$ cat src/rom.hex
// ROM image: one hex nibble per entry, 16 entries per line, from address 0x00 upward.
3 a 0 f 7 c 2 9 e 1 5 b 8 4 d 6
9 2 e 7 0 b 4 f 1 c 6 3 a 8 5 d
c 5 1 8 f 3 9 6 b 0 e 4 7 2 a 1
6 f 3 b 2 8 d 0 5 a 1 e 4 9 c 7
0 8 b 4 d 1 6 a 3 f 7 c 2 e 9 5
e 3 7 1 a 5 0 c 8 6 b 2 f 4 1 9
5 d 9 2 6 e 3 7 0 b 4 8 c 1 f a
b 1 4 e 8 0 a 3 6 d 2 9 5 7 0 c
7 c 6 0 3 9 f 5 d 2 8 1 e b 4 3
2 6 f a 1 4 7 b 9 e 0 d 3 5 8 0
d 0 2 5 b 7 1 e 4 8 c 6 9 0 3 f
1 9 8 3 e 2 c 4 a 7 5 0 b 6 d 2
f 4 d 6 0 a 8 1 2 5 9 e 1 3 7 b
4 b 0 9 5 f 2 8 c 3 1 7 6 a e 0
8 7 a c 4 3 e 2 f 9 6 5 0 d 2 4
a e 5 d 9 6 b 1 7 4 3 f d 0 6 8

$ cat src/saturn_bus_pkg.sv
package saturn_bus_pkg;

  // Command codes seen on the bus while cmd_data is low.
  typedef enum logic [3:0] {
    NOP       = 4'h0,  // Idle cycle, no access pending.
    PC_READ   = 4'h2,  // Read through the program pointer.
    DP_READ   = 4'h4,  // Read through the data pointer.
    DP_WRITE  = 4'h5,  // Write through the data pointer.
    LOAD_PC   = 4'h6,  // Five address nibbles follow for pc.
    LOAD_DP   = 4'h7,  // Five address nibbles follow for dp.
    CONFIGURE = 4'h8,  // Decoded by the chips and then ignored.
    RESET     = 4'hf   // Decoded by the chips and then ignored.
  } bus_cmd_e;

  // One bus word, read as a command or as a data nibble.
  // The cmd_data line of the bus tells which view is valid.
  typedef union packed {
    bus_cmd_e   cmd;  // Valid while cmd_data is low.
    logic [3:0] nib;  // Address or data nibble while cmd_data is high.
  } bus_nibble_u;

  // Word-level operations that the host hands to the controller.
  typedef enum logic [1:0] {
    FETCH = 2'd0,  // Read one nibble through pc.
    READ  = 2'd1,  // Read one nibble through dp.
    WRITE = 2'd2   // Write one nibble through dp.
  } host_op_e;

endpackage

$ cat src/saturn_mem_pkg.sv
package saturn_mem_pkg;

  // Width of a bus address in bits.
  localparam int ADDR_W = 20;

  // Address nibbles sent after LOAD_PC or LOAD_DP, least significant first.
  localparam int ADDR_NIBBLES = 5;

  // Bottom of the ROM window.
  localparam logic [ADDR_W-1:0] ROM_BASE = 20'h00000;

  // Bottom of the RAM window, upper half of the address space.
  localparam logic [ADDR_W-1:0] RAM_BASE = 20'h80000;

  // Image loaded into the ROM chip at start of simulation.
  localparam string ROM_FILE = "/design/src/rom.hex";

endpackage

$ cat src/saturn_bus_if.sv
`timescale 1ns/1ps

// One nibble bus between the controller and a single memory chip.
interface saturn_bus_if;
  import saturn_bus_pkg::*;

  logic        cmd_data;  // Low for a command nibble, high for data.
  bus_nibble_u to_dev;    // Nibble from the controller to the chip.
  logic [3:0]  from_dev;  // Read data coming back from the chip.
  logic        drive;     // Chip owns the read data this cycle.

  // The controller drives the nibble stream and samples the read back.
  modport ctrl (
    output cmd_data,
    output to_dev,
    input  from_dev,
    input  drive
  );

  // The chip follows the nibble stream and answers reads.
  modport dev (
    input  cmd_data,
    input  to_dev,
    output from_dev,
    output drive
  );

endinterface

$ cat src/saturn_bus_ctrl.sv
`timescale 1ns/1ps

module saturn_bus_ctrl (
  input  logic                              i_bus_strobe,
  input  logic                              i_reset,
  input  logic                              i_req_valid,
  output logic                              o_req_ready,
  input  saturn_bus_pkg::host_op_e          i_req_op,
  input  logic [saturn_mem_pkg::ADDR_W-1:0] i_req_addr,
  input  logic [3:0]                        i_req_data,
  output logic                              o_rsp_valid,
  output logic [3:0]                        o_rsp_data,
  saturn_bus_if.ctrl                        rom_bus,
  saturn_bus_if.ctrl                        ram_bus
);
  import saturn_bus_pkg::*;
  import saturn_mem_pkg::*;

  localparam logic [2:0] S_IDLE  = 3'd0;  // Waiting for a host request.
  localparam logic [2:0] S_CMD   = 3'd1;  // LOAD_PC or LOAD_DP on the bus.
  localparam logic [2:0] S_ADDR  = 3'd2;  // Shifting out the address nibbles.
  localparam logic [2:0] S_DATA  = 3'd3;  // Read data cycle for the chips.
  localparam logic [2:0] S_RSP   = 3'd4;  // Chips present data, response is formed.
  localparam logic [2:0] S_WCMD  = 3'd5;  // DP_WRITE command on the bus.
  localparam logic [2:0] S_WDATA = 3'd6;  // Write data nibble on the bus.

  logic [2:0]        state;     // Current sequencer state.
  logic [2:0]        nib_cnt;   // Counts the address nibbles sent so far.
  host_op_e          op_q;      // Operation of the request in flight.
  logic [ADDR_W-1:0] addr_sr;   // Address, shifted right one nibble per cycle.
  logic [3:0]        data_q;    // Write data of the request in flight.
  logic              cmd_data;  // Shared cmd_data level for both buses.
  bus_nibble_u       bus_word;  // Shared nibble for both buses.
  logic              accept;    // Request handshake on this edge.

  assign o_req_ready = (state == S_IDLE);  // Only one request in flight.
  assign accept      = i_req_valid && o_req_ready;

  // Both chips see the same nibble stream.
  assign rom_bus.cmd_data = cmd_data;
  assign rom_bus.to_dev   = bus_word;
  assign ram_bus.cmd_data = cmd_data;
  assign ram_bus.to_dev   = bus_word;

  // Bus word for the current state.
  always_comb begin
    cmd_data     = 1'b0;  // Idle cycles carry NOP commands.
    bus_word.cmd = NOP;
    case (state)
      S_CMD: begin
        bus_word.cmd = (op_q == FETCH) ? LOAD_PC : LOAD_DP;  // Selects the pointer.
      end
      S_ADDR: begin
        cmd_data     = 1'b1;
        bus_word.nib = addr_sr[3:0];  // Least significant nibble first.
      end
      S_DATA: begin
        cmd_data     = 1'b1;  // The chips register read data on this cycle.
        bus_word.nib = 4'h0;
      end
      S_WCMD: begin
        bus_word.cmd = DP_WRITE;
      end
      S_WDATA: begin
        cmd_data     = 1'b1;
        bus_word.nib = data_q;  // Stored by the RAM, dropped by the ROM.
      end
      default: begin
        bus_word.cmd = NOP;  // Also ends the read so the chips drop drive.
      end
    endcase
  end

  // Sequencer and response strobe.
  always_ff @(posedge i_bus_strobe) begin
    if (i_reset) begin
      state       <= S_IDLE;
      nib_cnt     <= 3'd0;
      o_rsp_valid <= 1'b0;
    end else begin
      o_rsp_valid <= (state == S_RSP);  // One cycle per read request.
      case (state)
        S_IDLE: begin
          if (accept) state <= S_CMD;
        end
        S_CMD: begin
          state   <= S_ADDR;
          nib_cnt <= 3'd0;
        end
        S_ADDR: begin
          if (nib_cnt == 3'(ADDR_NIBBLES - 1)) begin
            state <= (op_q == WRITE) ? S_WCMD : S_DATA;  // Chips are now in read state.
          end else begin
            nib_cnt <= nib_cnt + 3'd1;
          end
        end
        S_DATA:  state <= S_RSP;
        S_RSP:   state <= S_IDLE;
        S_WCMD:  state <= S_WDATA;
        S_WDATA: state <= S_IDLE;
        default: state <= S_IDLE;
      endcase
    end
  end

  // Request fields and response data.
  always_ff @(posedge i_bus_strobe) begin
    if (accept) begin
      op_q    <= i_req_op;
      addr_sr <= i_req_addr;
      data_q  <= i_req_data;
    end else if (state == S_ADDR) begin
      addr_sr <= addr_sr >> 4;  // Next nibble into the low bits.
    end
    if (state == S_RSP) begin
      // Unclaimed addresses read as zero.
      o_rsp_data <= rom_bus.drive ? rom_bus.from_dev :
                    (ram_bus.drive ? ram_bus.from_dev : 4'h0);
    end
  end

  // The two windows do not overlap, so at most one chip answers a read.
  a_single_driver: assert property (@(posedge i_bus_strobe) disable iff (i_reset)
    !(rom_bus.drive && ram_bus.drive));

  // After an accept the host sees ready low for the whole request.
  a_busy_window: assert property (@(posedge i_bus_strobe) disable iff (i_reset)
    accept |=> (!o_req_ready) [*8] ##1 o_req_ready);

endmodule

$ cat src/saturn_rom_dev.sv
`timescale 1ns/1ps

module saturn_rom_dev #(
  parameter int                                ROM_BITS = 8,
  parameter logic [saturn_mem_pkg::ADDR_W-1:0] BASE     = saturn_mem_pkg::ROM_BASE
) (
  input  logic      i_bus_strobe,
  input  logic      i_reset,
  saturn_bus_if.dev bus
);
  import saturn_bus_pkg::*;
  import saturn_mem_pkg::*;

  localparam logic [ADDR_W:0] SIZE = (ADDR_W + 1)'(1) << ROM_BITS;  // Window size in nibbles.

  logic [3:0]        rom [0:2**ROM_BITS-1];  // Nibble image.
  logic [ADDR_W-1:0] local_pc;               // Chip copy of the program pointer.
  logic [ADDR_W-1:0] local_dp;               // Chip copy of the data pointer.
  bus_cmd_e          last_cmd;               // Last command, or the auto read state.
  logic [2:0]        addr_c;                 // Address nibble being loaded.
  logic [ADDR_W-1:0] ptr;                    // Pointer used by the current access.
  logic              in_win;                 // Pointer lies inside this chip.
  logic              rd_cycle;               // Data cycle of a read command.

  initial begin
    $readmemh(ROM_FILE, rom);
  end

  assign ptr      = (last_cmd == PC_READ) ? local_pc : local_dp;
  assign in_win   = (ptr >= BASE) && ({1'b0, ptr - BASE} < SIZE);
  assign rd_cycle = bus.cmd_data && ((last_cmd == PC_READ) || (last_cmd == DP_READ));

  always_ff @(posedge i_bus_strobe) begin
    if (i_reset) begin
      last_cmd  <= NOP;
      addr_c    <= 3'd0;
      local_pc  <= '0;
      local_dp  <= '0;
      bus.drive <= 1'b0;
    end else begin
      bus.drive <= rd_cycle && in_win;  // Held for a single cycle.
      if (!bus.cmd_data) begin
        last_cmd <= bus.to_dev.cmd;  // Any new command restarts address loading.
        addr_c   <= 3'd0;
      end else begin
        case (last_cmd)
          LOAD_PC, LOAD_DP: begin
            if (last_cmd == LOAD_PC) local_pc[addr_c*4 +: 4] <= bus.to_dev.nib;
            else local_dp[addr_c*4 +: 4] <= bus.to_dev.nib;
            if (addr_c == 3'(ADDR_NIBBLES - 1)) begin
              last_cmd <= (last_cmd == LOAD_PC) ? PC_READ : DP_READ;  // Auto read.
              addr_c   <= 3'd0;
            end else begin
              addr_c <= addr_c + 3'd1;
            end
          end
          PC_READ:  local_pc <= local_pc + ADDR_W'(1);
          DP_READ:  local_dp <= local_dp + ADDR_W'(1);
          DP_WRITE: local_dp <= local_dp + ADDR_W'(1);  // Writes skip the ROM.
          CONFIGURE, RESET: begin
          end
          default: begin
          end
        endcase
      end
    end
  end

  // The read data register is indexed by the low pointer bits.
  always_ff @(posedge i_bus_strobe) begin
    if (rd_cycle) bus.from_dev <= rom[ptr[ROM_BITS-1:0]];
  end

  a_addr_c_range: assert property (@(posedge i_bus_strobe) disable iff (i_reset)
    addr_c <= 3'(ADDR_NIBBLES - 1));

endmodule

$ cat src/saturn_ram_dev.sv
`timescale 1ns/1ps

module saturn_ram_dev #(
  parameter int                                RAM_BITS = 6,
  parameter logic [saturn_mem_pkg::ADDR_W-1:0] BASE     = saturn_mem_pkg::RAM_BASE
) (
  input  logic      i_bus_strobe,
  input  logic      i_reset,
  saturn_bus_if.dev bus
);
  import saturn_bus_pkg::*;
  import saturn_mem_pkg::*;

  localparam logic [ADDR_W:0] SIZE = (ADDR_W + 1)'(1) << RAM_BITS;  // Window size in nibbles.

  logic [3:0]        mem [0:2**RAM_BITS-1];  // Nibble storage.
  logic [ADDR_W-1:0] local_pc;               // Chip copy of the program pointer.
  logic [ADDR_W-1:0] local_dp;               // Chip copy of the data pointer.
  bus_cmd_e          last_cmd;               // Last command, or the auto read state.
  logic [2:0]        addr_c;                 // Address nibble being loaded.
  logic [ADDR_W-1:0] ptr;                    // Pointer used by the current access.
  logic              in_win;                 // Pointer lies inside this chip.
  logic              rd_cycle;               // Data cycle of a read command.
  logic              wr_cycle;               // Data cycle of DP_WRITE.

  assign ptr      = (last_cmd == PC_READ) ? local_pc : local_dp;  // dp for writes.
  assign in_win   = (ptr >= BASE) && ({1'b0, ptr - BASE} < SIZE);
  assign rd_cycle = bus.cmd_data && ((last_cmd == PC_READ) || (last_cmd == DP_READ));
  assign wr_cycle = bus.cmd_data && (last_cmd == DP_WRITE);

  always_ff @(posedge i_bus_strobe) begin
    if (i_reset) begin
      last_cmd  <= NOP;
      addr_c    <= 3'd0;
      local_pc  <= '0;
      local_dp  <= '0;
      bus.drive <= 1'b0;
    end else begin
      bus.drive <= rd_cycle && in_win;  // Only while answering a read.
      if (!bus.cmd_data) begin
        last_cmd <= bus.to_dev.cmd;
        addr_c   <= 3'd0;
      end else begin
        case (last_cmd)
          LOAD_PC, LOAD_DP: begin
            if (last_cmd == LOAD_PC) local_pc[addr_c*4 +: 4] <= bus.to_dev.nib;
            else local_dp[addr_c*4 +: 4] <= bus.to_dev.nib;
            if (addr_c == 3'(ADDR_NIBBLES - 1)) begin
              last_cmd <= (last_cmd == LOAD_PC) ? PC_READ : DP_READ;  // Auto read.
              addr_c   <= 3'd0;
            end else begin
              addr_c <= addr_c + 3'd1;
            end
          end
          PC_READ:  local_pc <= local_pc + ADDR_W'(1);
          DP_READ, DP_WRITE: local_dp <= local_dp + ADDR_W'(1);  // Advance after access.
          default: begin
          end
        endcase
      end
    end
  end

  // Storage is cleared by reset and written under DP_WRITE.
  always_ff @(posedge i_bus_strobe) begin
    if (i_reset) begin
      for (int i = 0; i < 2**RAM_BITS; i++) mem[i] <= 4'h0;
    end else if (wr_cycle && in_win) begin
      mem[ptr[RAM_BITS-1:0]] <= bus.to_dev.nib;  // Outside the window the write is lost.
    end
  end

  always_ff @(posedge i_bus_strobe) begin
    if (rd_cycle) bus.from_dev <= mem[ptr[RAM_BITS-1:0]];
  end

  // Drive is raised only while a read command is still the active one.
  a_drive_on_read: assert property (@(posedge i_bus_strobe) disable iff (i_reset)
    bus.drive |-> ((last_cmd == PC_READ) || (last_cmd == DP_READ)));

endmodule

$ cat src/saturn_bus_sys.sv
`timescale 1ns/1ps

module saturn_bus_sys #(
  parameter int ROM_BITS = 8,  // ROM depth as a power of two.
  parameter int RAM_BITS = 6   // RAM depth as a power of two.
) (
  input  logic                              i_bus_strobe,
  input  logic                              i_reset,
  input  logic                              i_req_valid,
  output logic                              o_req_ready,
  input  saturn_bus_pkg::host_op_e          i_req_op,
  input  logic [saturn_mem_pkg::ADDR_W-1:0] i_req_addr,
  input  logic [3:0]                        i_req_data,
  output logic                              o_rsp_valid,
  output logic [3:0]                        o_rsp_data
);
  import saturn_mem_pkg::*;

  // One bus per chip, both fed with the same nibble stream.
  saturn_bus_if rom_bus ();
  saturn_bus_if ram_bus ();

  saturn_bus_ctrl u_ctrl (
    .i_bus_strobe (i_bus_strobe),
    .i_reset      (i_reset),
    .i_req_valid  (i_req_valid),
    .o_req_ready  (o_req_ready),
    .i_req_op     (i_req_op),
    .i_req_addr   (i_req_addr),
    .i_req_data   (i_req_data),
    .o_rsp_valid  (o_rsp_valid),
    .o_rsp_data   (o_rsp_data),
    .rom_bus      (rom_bus.ctrl),
    .ram_bus      (ram_bus.ctrl)
  );

  // Image chip at the bottom of the address space.
  saturn_rom_dev #(
    .ROM_BITS (ROM_BITS),
    .BASE     (ROM_BASE)
  ) u_rom (
    .i_bus_strobe (i_bus_strobe),
    .i_reset      (i_reset),
    .bus          (rom_bus.dev)
  );

  // Scratch chip in the upper half.
  saturn_ram_dev #(
    .RAM_BITS (RAM_BITS),
    .BASE     (RAM_BASE)
  ) u_ram (
    .i_bus_strobe (i_bus_strobe),
    .i_reset      (i_reset),
    .bus          (ram_bus.dev)
  );

endmodule

$ cat config.mk
export PLATFORM = sky130hd
export DESIGN_NAME = saturn_bus_sys
export DESIGN_NICKNAME = d
export VERILOG_FILES = /design/src/saturn_bus_pkg.sv /design/src/saturn_mem_pkg.sv /design/src/saturn_bus_if.sv /design/src/saturn_bus_ctrl.sv /design/src/saturn_rom_dev.sv /design/src/saturn_ram_dev.sv /design/src/saturn_bus_sys.sv
export SDC_FILE = /design/constraint.sdc
export NUM_CORES = 1
export LEC_CHECK = 0
export BUFFER_PORTS_ARGS = -buffer_cell sky130_fd_sc_hd__buf_2
export CORE_UTILIZATION = 30
export CTS_BUF_LIST = sky130_fd_sc_hd__clkbuf_8
export DETAILED_ROUTE_END_ITERATION = 7
export GPL_TIMING_DRIVEN = 0
export PLACE_DENSITY = 0.49
export SETUP_SLACK_MARGIN = 0.2
export SYNTH_ARGS = -nofsm -noshare
export SYNTH_HDL_FRONTEND = slang
export SYNTH_HIERARCHICAL = 1
export SYNTH_SLANG_ARGS = --single-unit
$ cat constraint.sdc
create_clock -name i_bus_strobe -period 6.1 [get_ports i_bus_strobe]
set_input_delay 1.22 -clock i_bus_strobe [delete_from_list [all_inputs] [get_ports i_bus_strobe]]
set_output_delay 1.22 -clock i_bus_strobe [all_outputs]
set_load 0.1 [all_outputs]
Word level (Yosys, flattened, before mapping)
Memories as Yosys holds them, arrays and structs flattened. A register that Yosys moved wholly into a read port is not among the register bits.
Index checks and enable logic that the tools add are counted.
- bits in writable memories: 256
- register bits after elaboration: 137
- memories: 1
- logic and storage cells: 148
- order comparisons: 4
- shifts and indexed selects: 4
- multiplexer cells: 45
- add/subtract/negate cells: 10
- bitwise gates (word level): 1
- eq/ne operators: 31
- reductions and logical operators: 34
- memory list (name ; words ; bits a word ; rd ports ; clocked after memory_dff ; write ports ; RTL line ; RTL):
    u_ram.mem ; 64 ; 4 ; 1 ; 1 ; 64 ; saturn_ram_dev.sv:16 ; logic [3:0] mem [0:2**RAM_BITS-1];
- operators with widths (kind ; number):
    two-way mux 20 bit ; 8
    one-hot mux 20 bit (2 select lines) ; 4
    adder 20 x 1 -> 20 bit, second input constant ; 4
    bitwise mux 20 bit ; 4
    negation 5 -> 34 bit ; 2
    variable shift 4 x 34 -> 20 bit, first input constant ; 2
    variable part select 4 x 34 -> 20 bit ; 2
    two-way mux 4 bit ; 9
    equality test 4 x 3 -> 1 bit, second input constant ; 8
    two-way mux 3 bit ; 8
    greater-or-equal comparator 20 x 1 -> 1 bit, second input constant ; 1
    greater-or-equal comparator 20 bit, second input constant ; 1
    < comparator 20 x 7 -> 1 bit, second input constant ; 1
    < comparator 20 x 9 -> 1 bit, second input constant ; 1
    subtractor 20 bit, second input constant ; 1
    equality test 3 bit, second input constant ; 6
    inequality test 2 bit, second input constant ; 8
    one-hot mux 4 bit (4 select lines) ; 1
    one-hot mux 3 bit (5 select lines) ; 1
    AND reduction 3 bit ; 4
    nonzero test 2 bit ; 6
    OR reduction 2 bit ; 5
    adder 3 x 1 -> 3 bit, second input constant ; 3
    logical AND 1 bit ; 9
    other kinds (15) ; 30

Longest topological paths before layout
Gate-level depths: netlist of run 1.
- depth in word-level cells: 11
- mapped depth: 11
- mapped depth without buffers: 10

Cells and area by module
Netlist of run 1, hierarchy kept.
- modules (own cells, without submodules) (module ; cells each ; area each (µm²) ; instances):
    saturn_ram_dev ; 1365 ; 14400.1 ; 1
    saturn_rom_dev ; 429 ; 3375.7 ; 1
    saturn_bus_ctrl ; 128 ; 1789.2 ; 1

Worst setup path after synthesis of run 1
Ideal clock, no wire load.
- path type: input-to-reg
- start point: input port i_reset
- end point: memory u_ram.mem[11][0], enable pin
- data required time: 5739 ps
- library setup time: 361 ps
- slack: 3083 ps
- stages on the path: 8
- arrival time: 2656 ps
- path through: clkbuf_1 > inv_1 > nand2_1 > a21o_1 > nor2_2 > nand2_1 > clkbuf_1 > o21ai_0
- RTL lines (what ; RTL line ; RTL):
    start, declared ; saturn_bus_sys.sv:8 ; input logic i_reset,
    end, declared ; saturn_ram_dev.sv:16 ;

==> results of run 1 <==
[state kept, by name, indices dropped and copies added (netlist names)]
signal              count
u_ram/local_dp         20
u_ctrl/nib_cnt          3
u_ram/last_cmd          4
u_ram/addr_c            3
u_ctrl/o_rsp_data       4
u_ram/bus.drive         1
u_ctrl/state            3
u_ctrl/addr_sr         20
u_ram/bus.from_dev      4
u_ram/local_pc         20
u_rom/local_pc         20
u_rom/bus.drive         1
u_rom/addr_c            3
u_ctrl/op_q             2
u_ctrl/data_q           4
u_rom/local_dp         20
u_rom/last_cmd          4
u_ram/mem             256
u_ctrl/o_rsp_valid      1
[worst max path at each step]
stage	startpoint	to	slack (ps)	cells past startpoint
after floorplan	i_reset	u_ram/mem[11][0]	3080	8
after global placement	i_reset	u_ram/mem[51][0]	1330	9
after detailed placement	i_reset	u_ram/mem[51][0]	1340	9
after CTS	u_ctrl/state[1]	u_ram/mem[51][0]	1780	9
after global routing	u_ctrl/state[1]	u_ram/mem[51][0]	1570	9
final	u_ram/last_cmd[0]	u_ram/mem[45][1]	1710	7
[cell type report]
cell class / count / area share, %
antenna: 1 / 0.0113
buffer: 154 / 3.31
tap: 855 / 4.82
inverter: 25 / 0.423
clock buffer: 81 / 5.02
multi-input combinational: 1353 / 35.9
timing repair buffer: 34 / 0.767
clock inverter: 45 / 1.18
sequential: 393 / 48.5
[through the flow]
| stage | setup WS [ps] | total power [mW] | std cells | hold slack [ps] |
|---|---|---|---|---|
| 3_5_place_dp | 1340 | 3.47 | 2814 | 514 |
| 2_1_floorplan | 3080 | 3.31 | 1925 | 479 |
| 3_3_place_gp | 1330 | 3.46 | 2814 | 510 |
| 5_1_grt | 1570 | 6.10 | 2940 | 554 |
| 6_report | 1710 | 5.88 | 2941 | 534 |
| 4_1_cts | 1780 | 5.95 | 2940 | 526 |
[power by group through the flow]
stage | clock (mW) | sequential, mW | combinational (mW)
CTS | 2.54 | 2.99 | 0.421
floorplan | 0 | 3.04 | 0.269
global route | 2.64 | 3.00 | 0.457
finish | 2.47 | 2.99 | 0.427
global placement | 0 | 3.04 | 0.417
detailed placement | 0 | 3.05 | 0.421
[placed cells by master (no fill, tap or decap), types with 28 or more instances in the layout]
cell type | synthesis | routed
o21ai_0 | 124 | 124
a221oi_1 | 28 | 28
nand2_1 | 160 | 160
clkbuf_8 | 0 | 81
inv_1 | 24 | 43
dfxtp_1 | 103 | 103
clkbuf_1 | 106 | 106
a31oi_1 | 47 | 47
nor2_1 | 321 | 321
buf_2 | 25 | 59
nand3_1 | 80 | 80
edfxtp_1 | 290 | 290
a21oi_1 | 98 | 98
a22oi_1 | 74 | 74
a22o_1 | 35 | 35
[logic make-up after synthesis]
group	share of synthesized area, %
AO/OA/AOI/OAI	19.1
XOR/XNOR	0.134
adder cells (fa/ha/maj)	1.34
buffers and inverters	4.23
flip-flops	55.0
multiplexers	2.17
other	0.0192
AND/OR/NAND/NOR	18.0
[critical path, cell delays in order, from the launching register on]
cell and delay, ps:
dfxtp_1 390, or4b_4 590, buf_6 180, mux2i_1 810, buf_2 490, nand2_1 190, clkbuf_1 420, o21ai_0 930
[layer usage]
metal | vias up | share of wire, %
li1 | 7482 | -
met4 | 0 | 3.9
met2 | 776 | 45
met5 | - | 0
met3 | 168 | 8.3
met1 | 8351 | 43
==> results.txt, run 1 <==
* CTS tree: done
- IR Drop Worst-Case VDD: 0.128 mV
- Hold repair after CTS inserted 0 buffers.
- At the end of the flow the core is filled with cells to 34.4%.
- The number of cells on the worst reg-to-reg path is 7.
* Sequential standard cell area: 10800 sq um
* Antenna Violating Nets Remaining: 0
* Slew Limit Fails: 0
* Antenna violations before repair: 0
- Setup repair after global routing left no endpoint under its margin.
* Post-Route WL: 68100 microns
- Grt met3 use: 3.49%
- Number of detailed-routing iterations run before antenna repair: 5
- CTS placed an instance of clkbuf_8 at the clock tree root.
- Port buffer count: 34
* Synth Warn #: 6
* Number of clock buffers inserted by TritonCTS: 72
- In this run the cell area measured after placement is 20800 sq um.
- Net switching is 25.5% of the power.
* Number of nets in the layout: 2083
- For this run, design rule violations remaining after detail routing come to 0.
- Slack of the worst reg-to-reg path: 1710 ps
- Sorting the synthesized cells by how often they occur yields nor2_1, edfxtp_1, nand2_1, o21ai_0, clkbuf_1.
* Kind of end point of the critical path: flop
- Pin count of the biggest net entering global routing: 21
- Worst Hold Path EP: u_rom/local_dp[11]
- In the routed layout, each cell is associated on average with a via count of 5.70.
- Counting flops with a built-in enable in the synthesized netlist gives 290.
* Worst Tran Pin Value: 1240 ps
- In this run the power spent charging and discharging nets is 1.50 mW.
* Number of failing setup endpoints in the final timing report: 0
- Share of synthesized area occupied by flip-flops and latches: 55.0%
* Grt ovf: 0
- After synthesis, the share of flip-flops with an asynchronous set or reset is 0%.
- Adding up every negative setup slack in the final design gives 0 ps.
- Worst-case clock buffer depth: 3
- Once the clock tree was built, the resizer swapped 0 gates to a different size.
- Max-Cap Viols: 0
* Ratio of final minimum period to clock period: 71.9%
* Worst hold stages: 2
- The first global-routing pass estimated 101000 microns of wire.
- Clock latency on the worst-skew pair, taken at its later pin, is 660 ps.
- The finished cells cover 22200 sq um.
- Netlist area before placement: 19600 sq um
- Status: completed
* Number of inserted filler cells in the final layout: 6634
* Global routing met1 resource utilization: 27.5%
- Compared with the post-synthesis result, the final layout area differs by 13.4%.
* Worst Path Max Fanout: 10
* Reg-to-reg critical path endpoint: u_ram/mem[45][1]
- Post-DP HPWL: 46300 microns
- The core region is 64500 sq um.
- In this run the tightest slew margin relative to its limit is 17.1%.
- Dominant synthesized flop cell: edfxtp_1
- H-tree Lvls: 3
* Synth unique cells: 91
- Arrival time reported for the critical path endpoint: 4650 ps
- The number of hold violations in the final report was 0.
* Setup fix buffers added after clock tree synthesis: 0
- Initial Utilization: 30.4%
- Portion of total power attributed to sequential cells: 50.9%
* Lkg Pwr: 7.00 nW
- Overall routing resource usage: 20.2%
- PwrDens: 265 nW/um^2
- Clk pwr share: 41.9%
- Count of state elements after synthesis: 393
* Biggest area consumer among synthesized cells: edfxtp_1
- Min-Delay Path Class: flop to flop
- After clock tree synthesis, the clock-pin slew on the worst setup and hold paths is 60 ps.
- Total number of vias: 16800
- The most common cell in the synthesized netlist is nor2_1.
- In this run the core area contains 93 standard-cell rows.
- Iter 0 DRT Violations: 1903
- Vias in the first global route: 16100
- Main area contributors after synthesis: edfxtp_1, dfxtp_1, nor2_1
- Clock sinks: 393
- Combined area of the multi-input logic cells: 7980 sq um
- The critical path is of the flop to flop type.
- met2 is the most crowded layer.
- The worst register-to-register path begins at u_ram/last_cmd[0].
* Max frequency: 228 MHz
- During I/O placement, the number of pins put on the boundary was 35.
* Total die area: 66200 sq um
- Of the post-synthesis cell area, the dominant cell type holds 44.5%.
* Launch instance of the worst min-delay path: u_rom/local_dp[11]
- Average wire per standard cell: 23.2 microns
* Fraction of power consumed by combinational cells: 7.2%
* Synthesized area divided by synthesized cell count: 10.2 sq um
- Met2 track utilization from global routing: 31.4%
* Share of layout cells above drive strength 1: 11.6%
- Chip width: 257 microns
* Worst Skew: 41.8 ps
- At the end of routability-driven placement, the weighted congestion stood at 0.877.
- Element type at the critical path start: flop
- Time the final worst path needs with I/O delays and setup: 4390 ps
* Synthesized netlist cell count: 1922
- Required time of the worst setup path: 6370 ps
- Die outline height: 257 microns
- Internal power of the cells: 4.38 mW
No activity file was read; power rests on OpenSTA's default activity.
==> run 2: changes to the inputs <==
- PLACE_DENSITY: 0.49 -> 0.51
- clock period: 6.1 -> 3.6 ns (I/O delays scaled with it)
==> results.txt, run 2 (synthesized netlist as in run 1, its figures left out) <==
- Max frequency: 285 MHz
- Die outline height: 257 microns
* Share of layout cells above drive strength 1: 16.0%
- Non-filler cells, final: 2943
* Clock slew seen by the registers of the worst setup and hold paths: 60 ps
- FP Rows: 93
- Worst Skew: 39.7 ps
* Element type at the critical path start: flop
- Crit path max-delay cell type: or4b_2
- Time the final worst path needs with I/O delays and setup: 3510 ps
* Sw Ratio: 25.7%
* Average wire per standard cell: 22.7 microns
- The number of pins with negative max-slew slack in the final report was 0.
- The via count of the first global-routing pass is 15900.
* IR Drop Worst-Case VDD: 0.232 mV
- Synthesis-to-finish area growth: 15.2%
- In this run the remaining antenna-violating nets after routing total 0.
* Port buffer count: 34
* Number of placed cells counting well taps: 2814
- Worst Path Max Fanout: 10
* Hold violation total from the final report: 0
- Worst-case setup slack after placement: -671 ps
- For the pin with the worst max-slew slack, the measured transition is 1370 ps.
- Once placement finished, the instance area stood at 20800 sq um.
* Gpl congestion: 0.889
- DRC viols: 0
- Portion of total power attributed to sequential cells: 51.6%
* Non-Filler Cell Area, Final: 22500 sq um
- The die is 257 microns wide.
- The net count of the finished layout is 2084.
* Clock latency at the later pin of the worst-skew pair: 670 ps
- After the first detailed-routing iteration, the DRC count stood at 2077.
* Number of flip-flops under the largest register name: 256
* Internal power of the cells: 7.31 mW
* Pin count of the biggest net entering global routing: 21
- CTS tree: done
- Min-Delay Path Class: input pin to flop
* Ratio of final minimum period to clock period: 97.4%
- Number of inserted filler cells in the final layout: 6631
* Post-DP HPWL: 45700 microns
* Status: completed
* Commonest non-fill, non-tap cells in the layout: nor2_1, edfxtp_1, nand2_1, dfxtp_1, a21oi_1
* Worst setup margin: 93.8 ps
* Grt ovf: 0
* Worst-case clock buffer depth: 3
- The worst setup path is captured at a flop.
- The tool flagged a number of max-cap violations equal to 0.
- Power spread over the standard cell area amounts to 436 nW/um^2.
- The library cell used most frequently in the layout, excluding fill and tap cells, is nor2_1.
- Headroom to the max-slew limit: 8.56%
- Setup violations remaining at the end of the flow were counted as 0.
* Setup Crit Path Kind: flop to flop
- Setup repair after global routing missed its margin: true
- Measured on the finished design, the core utilization comes to 35.0%.
- Post-Route Setup TNS: 0 ps
- Reg with most FFs: u_ram/mem
- Antenna violations before repair: 0
- For this block, the via count after detailed routing is 16700.
- Number of antenna diodes: 0
* Number of detailed-routing iterations run before antenna repair: 6
- Clock sinks: 393
* Initial Utilization: 30.4%
* Global-route wire length before repair: 99500 microns
* Arrival time reported for the critical path endpoint: 3810 ps
- Combinational logic is responsible for 7.6% of the overall power.
* Post-Route WL: 66900 microns
* Required time of the worst setup path: 3910 ps
- Count of boundary I/O pins: 35
- H-tree Lvls: 3
- Lkg Pwr: 7.15 nW
- On the worst path, the slowest cell contributes a delay of 670 ps.
- The tree is rooted in a clkbuf_8.
* Area of the core region: 64500 sq um
- The analysis attributes to net switching a power of 2.53 mW.
- In the global route stage, overall resource usage came out at 19.8%.
- The clock network accounts for 40.8% of the total power.
- Total die area: 66200 sq um
- Vias per std cell: 5.67
- Sequence of cells on the critical path: or4b_2 -> nor3_1 -> nand4_1 -> a21o_1 -> nor2_4 -> nand2_1 -> clkbuf_1 -> o21ai_1
- Number of clock buffers inserted by TritonCTS: 71
run 2: metal layers:
metal | wire, microns | vias up | track usage [%]
met5 | 0 | - | 0
met4 | 2130 | 0 | 6.94
met3 | 6250 | 151 | 4.08
met2 | 30200 | 827 | 30.6
met1 | 28400 | 8207 | 27.4
li1 | - | 7495 | -
run 2: metrics by stage:
step | hold slack, ps | total power, mW
floorplan | 479 | 5.60
global placement | 509 | 5.86
detailed placement | 519 | 5.87
CTS | 190 | 9.92
global route | 218 | 10.2
finish | 234 | 9.83
run 2: layout make-up:
class                   count  area [sq um]  area share, %
flip-flops and latches    393         10800           47.8
multi-input cells        1353          8330           36.9
clock buffers              78          1070           4.76
well taps                 855          1070           4.75
plain buffers             154           774           3.44
clock inverters            49           249           1.10
repair buffers             36           185          0.821
inverters                  25          93.8          0.416
run 2: what timing repair did:
item,4_1_cts,5_1_grt
hold buffers,0,0
setup buffers,2,0
pin swaps,0,0
hold endpoints to repair,0,0
endpoints found under the setup margin,459,240
gates resized for setup,126,58
run 2: power by group through the flow:
stage / Clock (mW) / Combinational [mW] / Sequential (mW)
floorplan: 0 / 0.457 / 5.14
global placement: 0 / 0.702 / 5.16
detailed placement: 0 / 0.708 / 5.16
CTS: 4.12 / 0.730 / 5.07
global route: 4.32 / 0.799 / 5.08
finish: 4.01 / 0.752 / 5.07
run 2: path summary, 6_finish.rpt:
path	start	end	slack, ps	cells after the start
worst max-delay path	u_ram/local_pc[6]	u_ram/mem[7][1]	90	8
worst min-delay path	i_req_data[3]	u_ctrl/data_q[3]	230	1
worst max register to register	u_ram/local_pc[6]	u_ram/mem[7][1]	90	8
worst min register to register	u_rom/local_dp[16]	u_rom/local_dp[16]	530	2
run 2: critical path: cells and delay by family, from the launching register on:
family | cells | cell delay, ps
flip-flops | 1 | 330
buffers and inverters | 1 | 480
AND/OR/NAND/NOR | 5 | 1510
AO/OA/AOI/OAI | 2 | 810
